<file path="src/core_defs.svh">
////////////////////
// core parameters shared by the dispatch-to-commit core
// ways, reorder-buffer depth, data width, register count
////////////////////

`ifndef CORE_DEFS_SVH
`define CORE_DEFS_SVH

// slots offered by the front end each cycle
`define CORE_WAYS 2

// reorder-buffer entries, power of two so indices wrap
`define ROB_DEPTH 4

// operand and result width
`define DATA_W 32

// architectural registers, r0 never written
`define ARCH_REGS 32

`endif
</file>
<file path="src/rob_pkg.sv">
////////////////////
// reorder-buffer types
// indices, counts and commit status
////////////////////

`default_nettype none

`include "core_defs.svh"

package rob_pkg;

	// entry index, wraps modulo depth
	typedef logic [$clog2(`ROB_DEPTH)-1:0] rob_idx_t;

	// free entries, 0 up to the full depth
	typedef logic [$clog2(`ROB_DEPTH):0] rob_count_t;

	// entries retired in one cycle, 0 up to the way count
	typedef logic [$clog2(`CORE_WAYS):0] commit_count_t;

	// sticky status reported after commit
	typedef enum logic [1:0] {
		NO_ERROR      = 2'd0,
		ILLEGAL_INST  = 2'd1,
		HALTED_ON_WFI = 2'd2
	} error_status_t;

endpackage

`default_nettype wire

</file>
<file path="src/isa_pkg.sv">
////////////////////
// instruction-level types
// operations, data words, register indices
////////////////////

`default_nettype none

`include "core_defs.svh"

package isa_pkg;

	// decoded operation carried by each slot
	typedef enum logic [3:0] {
		OP_ADD     = 4'h0,
		OP_SUB     = 4'h1,
		OP_AND     = 4'h2,
		OP_OR      = 4'h3,
		OP_XOR     = 4'h4,
		OP_SLL     = 4'h5,
		OP_HALT    = 4'he,
		OP_ILLEGAL = 4'hf
	} op_t;

	// operand and result word
	typedef logic [`DATA_W-1:0] data_t;

	// architectural destination index
	typedef logic [$clog2(`ARCH_REGS)-1:0] reg_idx_t;

endpackage

`default_nettype wire

</file>
<file path="src/ooo_core.sv">
////////////////////
// dispatch-to-commit core
// dispatch stage, ALU lanes on the CDB, reorder buffer
////////////////////

`default_nettype none
`timescale 1ns/10ps

`include "core_defs.svh"

module ooo_core (
	input  logic                                  clock,
	input  logic                                  reset,
	input  logic          [`CORE_WAYS-1:0]        slot_valid,
	input  isa_pkg::op_t  [`CORE_WAYS-1:0]        slot_op,
	input  isa_pkg::data_t [`CORE_WAYS-1:0]       slot_a,
	input  isa_pkg::data_t [`CORE_WAYS-1:0]       slot_b,
	input  isa_pkg::reg_idx_t [`CORE_WAYS-1:0]    slot_dest,
	output logic                                  stall,
	output logic          [`CORE_WAYS-1:0]        commit_valid,
	output isa_pkg::reg_idx_t [`CORE_WAYS-1:0]    commit_reg,
	output isa_pkg::data_t [`CORE_WAYS-1:0]       commit_data,
	output logic          [`CORE_WAYS-1:0]        commit_wr_en,
	output rob_pkg::commit_count_t                completed_insts,
	output rob_pkg::error_status_t                error_status
);
	import isa_pkg::*;
	import rob_pkg::*;

	// dispatch to lanes and reorder buffer
	logic              [`CORE_WAYS-1:0] disp_valid;
	op_t               [`CORE_WAYS-1:0] disp_op;
	data_t             [`CORE_WAYS-1:0] disp_a;
	data_t             [`CORE_WAYS-1:0] disp_b;
	reg_idx_t          [`CORE_WAYS-1:0] disp_dest;
	rob_idx_t          [`CORE_WAYS-1:0] disp_rob_idx;

	// CDB, one lane per ALU
	logic              [`CORE_WAYS-1:0] cdb_valid;
	rob_idx_t          [`CORE_WAYS-1:0] cdb_rob_idx;
	data_t             [`CORE_WAYS-1:0] cdb_data;

	// entries freed this cycle
	commit_count_t num_committed;

	dispatch_stage dispatch_i (
		.clock         (clock),
		.reset         (reset),
		.slot_valid    (slot_valid),
		.slot_op       (slot_op),
		.slot_a        (slot_a),
		.slot_b        (slot_b),
		.slot_dest     (slot_dest),
		.num_committed (num_committed),
		.stall         (stall),
		.disp_valid    (disp_valid),
		.disp_op       (disp_op),
		.disp_a        (disp_a),
		.disp_b        (disp_b),
		.disp_dest     (disp_dest),
		.disp_rob_idx  (disp_rob_idx)
	);

	// lane i serves slot i
	for (genvar i = 0; i < `CORE_WAYS; i++) begin : g_lane
		alu_lane lane_i (
			.clock        (clock),
			.reset        (reset),
			.disp_valid   (disp_valid[i]),
			.disp_op      (disp_op[i]),
			.disp_a       (disp_a[i]),
			.disp_b       (disp_b[i]),
			.disp_rob_idx (disp_rob_idx[i]),
			.cdb_valid    (cdb_valid[i]),
			.cdb_rob_idx  (cdb_rob_idx[i]),
			.cdb_data     (cdb_data[i])
		);
	end

	reorder_buffer rob_i (
		.clock           (clock),
		.reset           (reset),
		.disp_valid      (disp_valid),
		.disp_op         (disp_op),
		.disp_dest       (disp_dest),
		.disp_rob_idx    (disp_rob_idx),
		.cdb_valid       (cdb_valid),
		.cdb_rob_idx     (cdb_rob_idx),
		.cdb_data        (cdb_data),
		.num_committed   (num_committed),
		.commit_valid    (commit_valid),
		.commit_reg      (commit_reg),
		.commit_data     (commit_data),
		.commit_wr_en    (commit_wr_en),
		.completed_insts (completed_insts),
		.error_status    (error_status)
	);

endmodule

`default_nettype wire

</file>
<file path="src/reorder_buffer.sv">
////////////////////
// reorder buffer
// holds dispatched entries, marks them done from the CDB,
// retires up to two per cycle in order and reports status
////////////////////

`default_nettype none
`timescale 1ns/10ps

`include "core_defs.svh"

module reorder_buffer (
	input  logic                                  clock,
	input  logic                                  reset,
	input  logic          [`CORE_WAYS-1:0]        disp_valid,
	input  isa_pkg::op_t  [`CORE_WAYS-1:0]        disp_op,
	input  isa_pkg::reg_idx_t [`CORE_WAYS-1:0]    disp_dest,
	input  rob_pkg::rob_idx_t [`CORE_WAYS-1:0]    disp_rob_idx,
	input  logic          [`CORE_WAYS-1:0]        cdb_valid,
	input  rob_pkg::rob_idx_t [`CORE_WAYS-1:0]    cdb_rob_idx,
	input  isa_pkg::data_t [`CORE_WAYS-1:0]       cdb_data,
	output rob_pkg::commit_count_t                num_committed,
	output logic          [`CORE_WAYS-1:0]        commit_valid,
	output isa_pkg::reg_idx_t [`CORE_WAYS-1:0]    commit_reg,
	output isa_pkg::data_t [`CORE_WAYS-1:0]       commit_data,
	output logic          [`CORE_WAYS-1:0]        commit_wr_en,
	output rob_pkg::commit_count_t                completed_insts,
	output rob_pkg::error_status_t                error_status
);
	import isa_pkg::*;
	import rob_pkg::*;

	// what retiring an entry means
	typedef enum logic [1:0] {
		CLASS_NORMAL  = 2'd0,
		CLASS_HALT    = 2'd1,
		CLASS_ILLEGAL = 2'd2
	} op_class_t;

	////////////////////
	// entry storage
	////////////////////
	logic      [`ROB_DEPTH-1:0] entry_done;
	reg_idx_t  entry_dest   [`ROB_DEPTH];
	op_class_t entry_class  [`ROB_DEPTH];
	data_t     entry_result [`ROB_DEPTH];

	// oldest entry
	rob_idx_t head;

	// per commit lane
	rob_idx_t [`CORE_WAYS-1:0] commit_idx;
	logic     [`CORE_WAYS-1:0] commit_en;
	logic stop;

	////////////////////
	// commit selection
	////////////////////
	always_comb begin
		commit_en     = '0;
		num_committed = '0;
		// nothing retires once a halt or illegal has gone out
		stop = error_status != NO_ERROR;
		for (int i = 0; i < `CORE_WAYS; i++) begin
			commit_idx[i] = head + rob_idx_t'(i);
			if (!stop && entry_done[commit_idx[i]]) begin
				commit_en[i]  = 1'b1;
				num_committed = num_committed + 1'b1;
				// a halt or illegal is the last commit
				if (entry_class[commit_idx[i]] != CLASS_NORMAL) begin
					stop = 1'b1;
				end
			end else begin
				// in order, first not-done entry blocks the rest
				stop = 1'b1;
			end
		end
	end

	// done bits and head pointer
	always_ff @(posedge clock) begin
		if (reset) begin
			entry_done <= '0;
			head       <= '0;
		end else begin
			head <= head + rob_idx_t'(num_committed);
			for (int i = 0; i < `CORE_WAYS; i++) begin
				if (commit_en[i]) begin
					entry_done[commit_idx[i]] <= 1'b0;
				end
			end
			// fresh entry waits for its result
			for (int i = 0; i < `CORE_WAYS; i++) begin
				if (disp_valid[i]) begin
					entry_done[disp_rob_idx[i]] <= 1'b0;
				end
			end
			for (int i = 0; i < `CORE_WAYS; i++) begin
				if (cdb_valid[i]) begin
					entry_done[cdb_rob_idx[i]] <= 1'b1;
				end
			end
		end
	end

	// entry payload, written at dispatch and at completion
	always_ff @(posedge clock) begin
		for (int i = 0; i < `CORE_WAYS; i++) begin
			if (disp_valid[i]) begin
				entry_dest[disp_rob_idx[i]] <= disp_dest[i];
				if (disp_op[i] == OP_HALT) begin
					entry_class[disp_rob_idx[i]] <= CLASS_HALT;
				end else if (disp_op[i] == OP_ILLEGAL) begin
					entry_class[disp_rob_idx[i]] <= CLASS_ILLEGAL;
				end else begin
					entry_class[disp_rob_idx[i]] <= CLASS_NORMAL;
				end
			end
			if (cdb_valid[i]) begin
				entry_result[cdb_rob_idx[i]] <= cdb_data[i];
			end
		end
	end

	////////////////////
	// commit outputs
	////////////////////
	always_ff @(posedge clock) begin
		if (reset) begin
			commit_valid    <= '0;
			commit_wr_en    <= '0;
			completed_insts <= '0;
		end else begin
			completed_insts <= num_committed;
			for (int i = 0; i < `CORE_WAYS; i++) begin
				commit_valid[i] <= commit_en[i];
				// r0 is never written, nor are halt or illegal
				commit_wr_en[i] <= commit_en[i] &&
					entry_class[commit_idx[i]] == CLASS_NORMAL &&
					entry_dest[commit_idx[i]] != '0;
			end
		end
	end

	always_ff @(posedge clock) begin
		for (int i = 0; i < `CORE_WAYS; i++) begin
			commit_reg[i]  <= entry_dest[commit_idx[i]];
			commit_data[i] <= entry_result[commit_idx[i]];
		end
	end

	// sticky status, set by the committing halt or illegal
	always_ff @(posedge clock) begin
		if (reset) begin
			error_status <= NO_ERROR;
		end else if (error_status == NO_ERROR) begin
			for (int i = 0; i < `CORE_WAYS; i++) begin
				if (commit_en[i] && entry_class[commit_idx[i]] == CLASS_ILLEGAL) begin
					error_status <= ILLEGAL_INST;
				end else if (commit_en[i] && entry_class[commit_idx[i]] == CLASS_HALT) begin
					error_status <= HALTED_ON_WFI;
				end
			end
		end
	end

endmodule

`default_nettype wire

</file>
<file path="src/alu_lane.sv">
////////////////////
// one ALU lane
// computes the slot result and drives one CDB lane a cycle later
////////////////////

`default_nettype none
`timescale 1ns/10ps

`include "core_defs.svh"

module alu_lane (
	input  logic              clock,
	input  logic              reset,
	input  logic              disp_valid,
	input  isa_pkg::op_t      disp_op,
	input  isa_pkg::data_t    disp_a,
	input  isa_pkg::data_t    disp_b,
	input  rob_pkg::rob_idx_t disp_rob_idx,
	output logic              cdb_valid,
	output rob_pkg::rob_idx_t cdb_rob_idx,
	output isa_pkg::data_t    cdb_data
);
	import isa_pkg::*;
	import rob_pkg::*;

	data_t result;

	// op rules, halt and illegal give zero
	always_comb begin
		case (disp_op)
			OP_ADD:  result = disp_a + disp_b;
			OP_SUB:  result = disp_a - disp_b;
			OP_AND:  result = disp_a & disp_b;
			OP_OR:   result = disp_a | disp_b;
			OP_XOR:  result = disp_a ^ disp_b;
			// shift amount from low five bits only
			OP_SLL:  result = disp_a << disp_b[4:0];
			default: result = '0;
		endcase
	end

	////////////////////
	// CDB register
	////////////////////
	always_ff @(posedge clock) begin
		if (reset) begin
			cdb_valid <= 1'b0;
		end else begin
			cdb_valid <= disp_valid;
		end
	end

	// tag travels with the result
	always_ff @(posedge clock) begin
		cdb_rob_idx <= disp_rob_idx;
		cdb_data    <= result;
	end

endmodule

`default_nettype wire

</file>
<file path="src/dispatch_stage.sv">
////////////////////
// dispatch stage
// accepts front-end slots, hands out reorder-buffer indices,
// tracks free entries and raises stall
////////////////////

`default_nettype none
`timescale 1ns/10ps

`include "core_defs.svh"

module dispatch_stage (
	input  logic                                     clock,
	input  logic                                     reset,
	input  logic          [`CORE_WAYS-1:0]           slot_valid,
	input  isa_pkg::op_t  [`CORE_WAYS-1:0]           slot_op,
	input  isa_pkg::data_t [`CORE_WAYS-1:0]          slot_a,
	input  isa_pkg::data_t [`CORE_WAYS-1:0]          slot_b,
	input  isa_pkg::reg_idx_t [`CORE_WAYS-1:0]       slot_dest,
	input  rob_pkg::commit_count_t                   num_committed,
	output logic                                     stall,
	output logic          [`CORE_WAYS-1:0]           disp_valid,
	output isa_pkg::op_t  [`CORE_WAYS-1:0]           disp_op,
	output isa_pkg::data_t [`CORE_WAYS-1:0]          disp_a,
	output isa_pkg::data_t [`CORE_WAYS-1:0]          disp_b,
	output isa_pkg::reg_idx_t [`CORE_WAYS-1:0]       disp_dest,
	output rob_pkg::rob_idx_t [`CORE_WAYS-1:0]       disp_rob_idx
);
	import isa_pkg::*;
	import rob_pkg::*;

	// next entry to hand out
	rob_idx_t tail;
	rob_count_t free_count;

	// index each slot would get this cycle
	rob_idx_t [`CORE_WAYS-1:0] slot_idx;
	// running count of valid slots, then total allocated
	commit_count_t offset;
	commit_count_t n_alloc;

	// full rule, not enough room for a whole group
	assign stall = free_count < `CORE_WAYS;

	////////////////////
	// index allocation
	////////////////////
	always_comb begin
		offset = '0;
		for (int i = 0; i < `CORE_WAYS; i++) begin
			// valid slots take consecutive entries in slot order
			slot_idx[i] = tail + rob_idx_t'(offset);
			if (slot_valid[i]) begin
				offset = offset + 1'b1;
			end
		end
		// nothing is taken while stalled
		n_alloc = stall ? '0 : offset;
	end

	// tail and free count, commits return entries on the same edge
	always_ff @(posedge clock) begin
		if (reset) begin
			tail       <= '0;
			free_count <= rob_count_t'(`ROB_DEPTH);
		end else begin
			tail       <= tail + rob_idx_t'(n_alloc);
			free_count <= free_count + rob_count_t'(num_committed) - rob_count_t'(n_alloc);
		end
	end

	////////////////////
	// slot register
	////////////////////
	always_ff @(posedge clock) begin
		if (reset || stall) begin
			// bubble while the front end holds its inputs
			disp_valid <= '0;
		end else begin
			disp_valid <= slot_valid;
		end
	end

	// payload follows the accepted slots
	always_ff @(posedge clock) begin
		if (!stall) begin
			disp_op      <= slot_op;
			disp_a       <= slot_a;
			disp_b       <= slot_b;
			disp_dest    <= slot_dest;
			disp_rob_idx <= slot_idx;
		end
	end

endmodule

`default_nettype wire

</file>
<file path="config.mk">
export PLATFORM = sky130hd
export DESIGN_NAME = ooo_core
export DESIGN_NICKNAME = d
export VERILOG_FILES = /design/src/rob_pkg.sv /design/src/isa_pkg.sv /design/src/ooo_core.sv /design/src/reorder_buffer.sv /design/src/alu_lane.sv /design/src/dispatch_stage.sv
export VERILOG_INCLUDE_DIRS = /design/src
export SDC_FILE = /design/constraint.sdc
export NUM_CORES = 1
export LEC_CHECK = 0
export BUFFER_PORTS_ARGS = -buffer_cell sky130_fd_sc_hd__buf_4
export CORE_ASPECT_RATIO = 0.8
export CORE_UTILIZATION = 60
export DETAILED_ROUTE_END_ITERATION = 8
export GPL_TIMING_DRIVEN = 0
export PLACE_DENSITY = 0.8
export SYNTH_ARGS = -nofsm -noshare
export SYNTH_HDL_FRONTEND = slang
export SYNTH_SLANG_ARGS = --single-unit
</file>
<file path="constraint.sdc">
create_clock -name clock -period 16.7 [get_ports clock]
set_clock_uncertainty 0.05 [all_clocks]
set_input_delay 3.34 -clock clock [delete_from_list [all_inputs] [get_ports clock]]
set_output_delay 3.34 -clock clock [all_outputs]
set_load 0.005 [all_outputs]
</file>
==> results.ini, run 1 <==
[clock_network]
postCtsSetupRepairBufs=0
clk_pin_slew_worst_paths_ns=0.07
postCtsHoldBufs=0
clockRootBuffer=clkbuf_16
post_cts_resized=0
cts_num_sinks=471
cts_tree=done
cts_buffers=45
htree_levels=2
cts_buffer_depth=3
clkLatencyLatePin_ns=0.61

[worst_setup_path]
cp_slowest_stage_delay_ns=1.26
regToRegSetupSlack_ns=9.23
cpMostUsedCell=clkbuf_1
required_ns=17.08
slowest_stage=nor3_1
cp.arrival_ns=7.85
crit_path_cell_trace=clkbuf_1, nor3_1, nand2_1, clkbuf_1, o31ai_1, xnor2_1, ha_1, clkbuf_1, nand4_1, nor2_1, o21ai_0, a21oi_1, o311a_1, a31oi_1, o41a_1, xnor2_1, o21ai_1
worstSetupPathType=reg -> reg
cp-end-kind=flop
cp_max_fo=10
setup.worst_path.start_class=flop

[final_layout]
largest_reg_flops=128
area_delta_synth_final_pct=14.7
drive_gt1_share_pct=22.2
fin_nets=3172

[die]
io_pins=233
die_x_um=245
start_util_pct=61.5
die_h_um=197
core_area_um2=46200
die-area_um2=48200
floorplan.rows=70

[drt]
drc=0
dr.pass1.iters=9
wl_per_cell_um=27.4
antenna_left=0
vias=23340
drtIter0Drc=3152
vias_per_cell=6.73
routed_wirelength_um=94900

[synth]
netlist_instances=2529
synth_ff_type=edfxtp_1
yosys.area.top_type=edfxtp_1
yosysUniqueCellTypes=81
synth_area_per_cell_um2=11.2
yosysWarnings=0
ys_seq_area_share_pct=44.0
async_flop_share_pct=0
synth_nets=2888
synth_seq_cells=471
synth_top_area_share_pct=32.4
synth_edf_count=306
yosys-top-cells-count=edfxtp_1 (306), ha_1 (205), o21ai_0 (187)
synth.most_common_cell=edfxtp_1
netlist_area_um2=28400
ys_top_cells_by_area=edfxtp_1 (32%), dfxtp_1 (12%), mux4_2 (9.0%)

[global_route]
use_met3_pct=11.8
grt_pass1_vias=22526
overflow=0
grt.busiest_layer=met2
grt_pass1_wl_um=141000
use_met1_pct=55.9
track_usage_pct=39.3
antenna_found_initial=8
grt_max_degree=91
use_met2_pct=58.0

[pwr]
cellPowerDensity_nw_per_um2=171
peakVddDrop_uv=106
leakagePower_nw=13.3

[placement]
gp_congestion=1.11
port_buffers=232
dp_hpwl_um=71700

[sta]
fin_setup_tns_ns=0
worst_slew_pin_slew_ns=1.50
finalSetupViolations=0
finalCritPeriodShare_pct=44.7
hold_ws_ns=0.425
finalWorstPathRequiredPeriod_ns=7.47
finalHoldViolCount=0
rsz0062_at_grt=false
slew_viol_final=9
fmax_ghz=0.134
relSlewSlack_pct=-1.10

[hold_path]
hp-class=reg -> reg

[flow_run]
maxCapViolCount=1

[status]
outcome=finished with violations
violations=capacitance limit, slew limit

==> path summary, 6_finish.rpt <==
check / depth (start not counted) / endpoint / startpoint
hold / removal: 0 / dispatch_i.disp_rob_idx[0] / dispatch_i.tail[0]
setup reg to reg: 17 / g_lane[0].lane_i.cdb_data[31] / dispatch_i.disp_op[1]
setup / recovery: 17 / g_lane[0].lane_i.cdb_data[31] / dispatch_i.disp_op[1]
hold reg to reg: 0 / dispatch_i.disp_rob_idx[0] / dispatch_i.tail[0]
==> per-layer routing <==
metal  wire, um  part of all wire [%]
met3      13300                    14
met5         40                 0.042
met1      38200                    40
met4       2660                   2.8
met2      40800                    43
==> worst max-delay path, delay by kind of cell, from the launching register on <==
kind                     cells  cell delay, ns
adder cells (fa/ha/maj)      1            0.28
buffers and inverters        3            1.07
AO/OA/AOI/OAI                7            2.62
flip-flops                   1            0.35
XOR/XNOR                     2            0.28
AND/OR/NAND/NOR              4            2.61
==> per-stage QoR <==
stage | worst slack [ns] | total power, W | area [um^2] | instances | utilization [%]
final | 9.23 | 0.00555 | 32600 | 3469 | 70.5
after global routing | 9.23 | 0.00578 | 32500 | 3463 | 70.5
after CTS | 9.89 | 0.00543 | 32500 | 3462 | 70.5
after detailed placement | 9.90 | 0.00436 | 31000 | 3378 | 67.2
after global placement | 9.80 | 0.00429 | 30900 | 3373 | 66.9
after floorplan | 11.26 | 0.00348 | 28400 | 2529 | -
==> area by class of cell <==
| type | count | area, um^2 |
|---|---|---|
| antenna | 7 | 17.5 |
| fill | 3268 | 13600 |
| timing repair buffer | 237 | 1860 |
| tap | 612 | 766 |
| inverter | 167 | 632 |
| sequential | 471 | 12500 |
| buffer | 133 | 529 |
| clock buffer | 59 | 1220 |
| multi-input combinational | 1758 | 14800 |
| clock inverter | 25 | 284 |
==> cells in the final DEF (no fill, tap or decap), types with 15 or more instances in the layout <==
master,netlist,final
a22oi_1,43,43
buf_2,24,25
mux4_2,114,114
ha_1,205,205
a31oi_1,28,28
dfxtp_1,165,165
nor2_1,141,141
nor2b_1,17,17
clkbuf_16,0,45
a21o_1,36,36
a221oi_1,17,17
mux2_2,158,158
mux2i_1,58,58
inv_1,163,162
xnor2_1,88,88
edfxtp_1,306,306
buf_4,0,232
a211oi_1,20,20
nand4_1,15,15
clkbuf_1,94,104
nand2_1,173,171
nand3_1,31,31
xor2_1,29,29
o22ai_1,16,16
a21oi_1,155,155
nor3_1,28,28
o21ai_0,187,186
buf_1,15,15
==> report_power, final <==
| group | total [W] | leakage (nW) | switching, W | internal [W] |
|---|---|---|---|---|
| clock | 0.00106 | 0.738 | 0.000474 | 0.000585 |
| combinational | 0.00256 | 8.19 | 0.00154 | 0.00102 |
| sequential | 0.00194 | 4.37 | 0.000317 | 0.00162 |
==> kinds of logic after synthesis <==
kind of cell / Yosys count / share of synthesized area [%]
buf+inv: 300 / 4.07
fa+ha+maj: 209 / 9.32
simple gates: 483 / 7.86
compound gates: 619 / 13.8
xor+xnor: 117 / 3.61
mux: 330 / 17.4
flops: 471 / 44.0
Power figures use the tool's default switching activity.
==> run 2: changes to the inputs <==
- CORE_UTILIZATION: 60 -> 55
- PLACE_DENSITY: 0.8 -> 0.77
- clock period: 16.7 -> 6 ns (I/O delays scaled with it)
==> run 2 against run 1 <==
Compared with the run above: sequential share of layout area decreased by 0.22 points; non-clock buffer count decreased by 1; global-route usage decreased by 2.3 points; sequential cell count unchanged; the flow now finishes without violations; core utilization decreased by 6.3 points; via count decreased by 1.5%; die area increased by 9.0%; highest routed layer unchanged; critical path depth increased by 5; combinational power increased to 2.8 times the previous value; routed wire length increased by 3.4%; count of clock-buffer cells in the layout increased by 6; clock power increased to 2.8 times the previous value.
==> results.ini, run 2 (synthesis results as in run 1) <==
[die]
die-area_um2=52500
floorplan.rows=74
die_x_um=256
io_pins=233
core_area_um2=51000
die_h_um=205
start_util_pct=55.6

[worst_setup_path]
cp_top_family=simple AND/OR/NAND/NOR gates
cp_max_fo=18
required_ns=6.38
reg2reg_depth=22
crit_buf_inv=5
crit_cells=22
cp-end-kind=flop
setup.worst_path.start_class=flop
crit_path_cell_trace=buf_2, clkbuf_4, inv_1, ha_1, or3b_2, nor3_1, and2_2, nand2_1, nand2_1, xnor2_1, ha_1, clkbuf_1, nand4_1, nor2_4, o21ai_0, a21oi_2, buf_4, o311a_1, a31oi_1, o41a_1, xnor2_4, o21ai_2
slowest_stage=or3b_2
worstSetupPathType=reg -> reg
cp_slowest_stage_delay_ns=0.48
cp.arrival_ns=6.33

[final_layout]
final_common_cell=edfxtp_1
design_area_um2=32700
largest_reg_flops=128
finish.utilization_pct=64.2
layout.cells.non_filler=3537
area_delta_synth_final_pct=15.4
fin_nets=3171
final_cell_mix=edfxtp_1 (306), buf_4 (235), ha_1 (205), o21ai_0 (181), nand2_1 (171)
drive_gt1_share_pct=22.6

[global_route]
grt_max_degree=78
antenna_found_initial=9
track_usage_pct=36.9
grt_pass1_vias=21824
grt_pass1_wl_um=143000
overflow=0

[sta]
finalWorstPathRequiredPeriod_ns=5.95
fmax_ghz=0.168
hold_ws_ns=0.421
relSlewSlack_pct=10.4
worst_slew_pin_slew_ns=1.33
timing.final.ws_setup_ns=0.0546
finalCritPeriodShare_pct=99.1
finalHoldViolCount=0
finalSetupViolations=0
rsz0062_at_grt=true
slew_viol_final=0

[flow_run]
maxCapViolCount=0

[drt]
antenna_left=0
drtIter0Drc=3315
vias=22999
vias_per_cell=6.50
dr.pass1.iters=6
wl_per_cell_um=27.7
routed_wirelength_um=98100
drc=0

[clock_network]
clkLatencyLatePin_ns=0.61
cts_buffer_depth=3
cts_buffers=45
cts_num_sinks=471
htree_levels=2
postCtsHoldBufs=0
clk_pin_slew_worst_paths_ns=0.07
clockRootBuffer=clkbuf_16
cts_tree=done

[placement]
postPlaceCellArea_um2=31100
dp_hpwl_um=75600
port_buffers=232
placed_cells=3450
post-place-ws_ns=-1.01
gp_congestion=1.03

[pwr]
leakagePower_nw=13.3
peakVddDrop_uv=277
cellPowerDensity_nw_per_um2=476

[hold_path]
hold_depth=0
hp-class=reg -> reg

[status]
outcome=completed

-- run 2: metal layers --
metal | track usage, % | routed length [um] | vias to the layer above | part of all wire [%]
met5 | 0 | 27 | - | 0.028
met4 | 9.94 | 2490 | 4 | 2.5
met1 | 55.5 | 42700 | 11298 | 44
met3 | 7.90 | 11500 | 178 | 12
li1 | - | - | 10063 | -
met2 | 53.7 | 41400 | 1456 | 42
-- run 2: what timing repair did --
action / in CTS / in global routing
setup endpoints to repair: 16 / 8
gates cloned: 0 / 0
setup buffers: 2 / 1
pin swaps: 1 / 1
endpoints found under the hold margin: 0 / 0
gates resized for setup: 14 / 6
-- run 2: stage by stage --
stage / setup TNS, ns / total power (W)
floorplan: 0 / 0.00968
detailed placement: -7.25 / 0.0123
CTS: 0 / 0.0153
finish: 0 / 0.0156
global placement: -17.41 / 0.0122
global route: -0.122 / 0.0163
-- run 2: path summary, 6_finish.rpt --
path / start / to / slack (ns)
worst max-delay path: dispatch_i.disp_b[1] / g_lane[0].lane_i.cdb_data[31] / 0.05
worst min-delay path: dispatch_i.disp_rob_idx[3] / g_lane[1].lane_i.cdb_rob_idx[1] / 0.42
worst max register to register: dispatch_i.disp_b[1] / g_lane[0].lane_i.cdb_data[31] / 0.05
worst min register to register: dispatch_i.disp_rob_idx[3] / g_lane[1].lane_i.cdb_rob_idx[1] / 0.42
-- run 2: area by class of cell --
| class | instances | area (um^2) |
|---|---|---|
| antenna | 4 | 10.0 |
| buffer | 129 | 519 |
| clock buffer | 65 | 1280 |
| clock inverter | 19 | 269 |
| fill | 3899 | 18300 |
| inverter | 167 | 636 |
| multi-input combinational | 1758 | 14800 |
| sequential | 471 | 12500 |
| tap | 684 | 856 |
| timing repair buffer | 240 | 1860 |
-- run 2: where the power goes --
part | total (W) | internal [W] | leakage (nW) | switching, W
combinational | 0.00724 | 0.00285 | 8.21 | 0.00439
clock | 0.00298 | 0.00169 | 0.762 | 0.00129
sequential | 0.00537 | 0.00451 | 4.37 | 0.000853
total | 0.0156 | 0.00905 | 13.3 | 0.00654
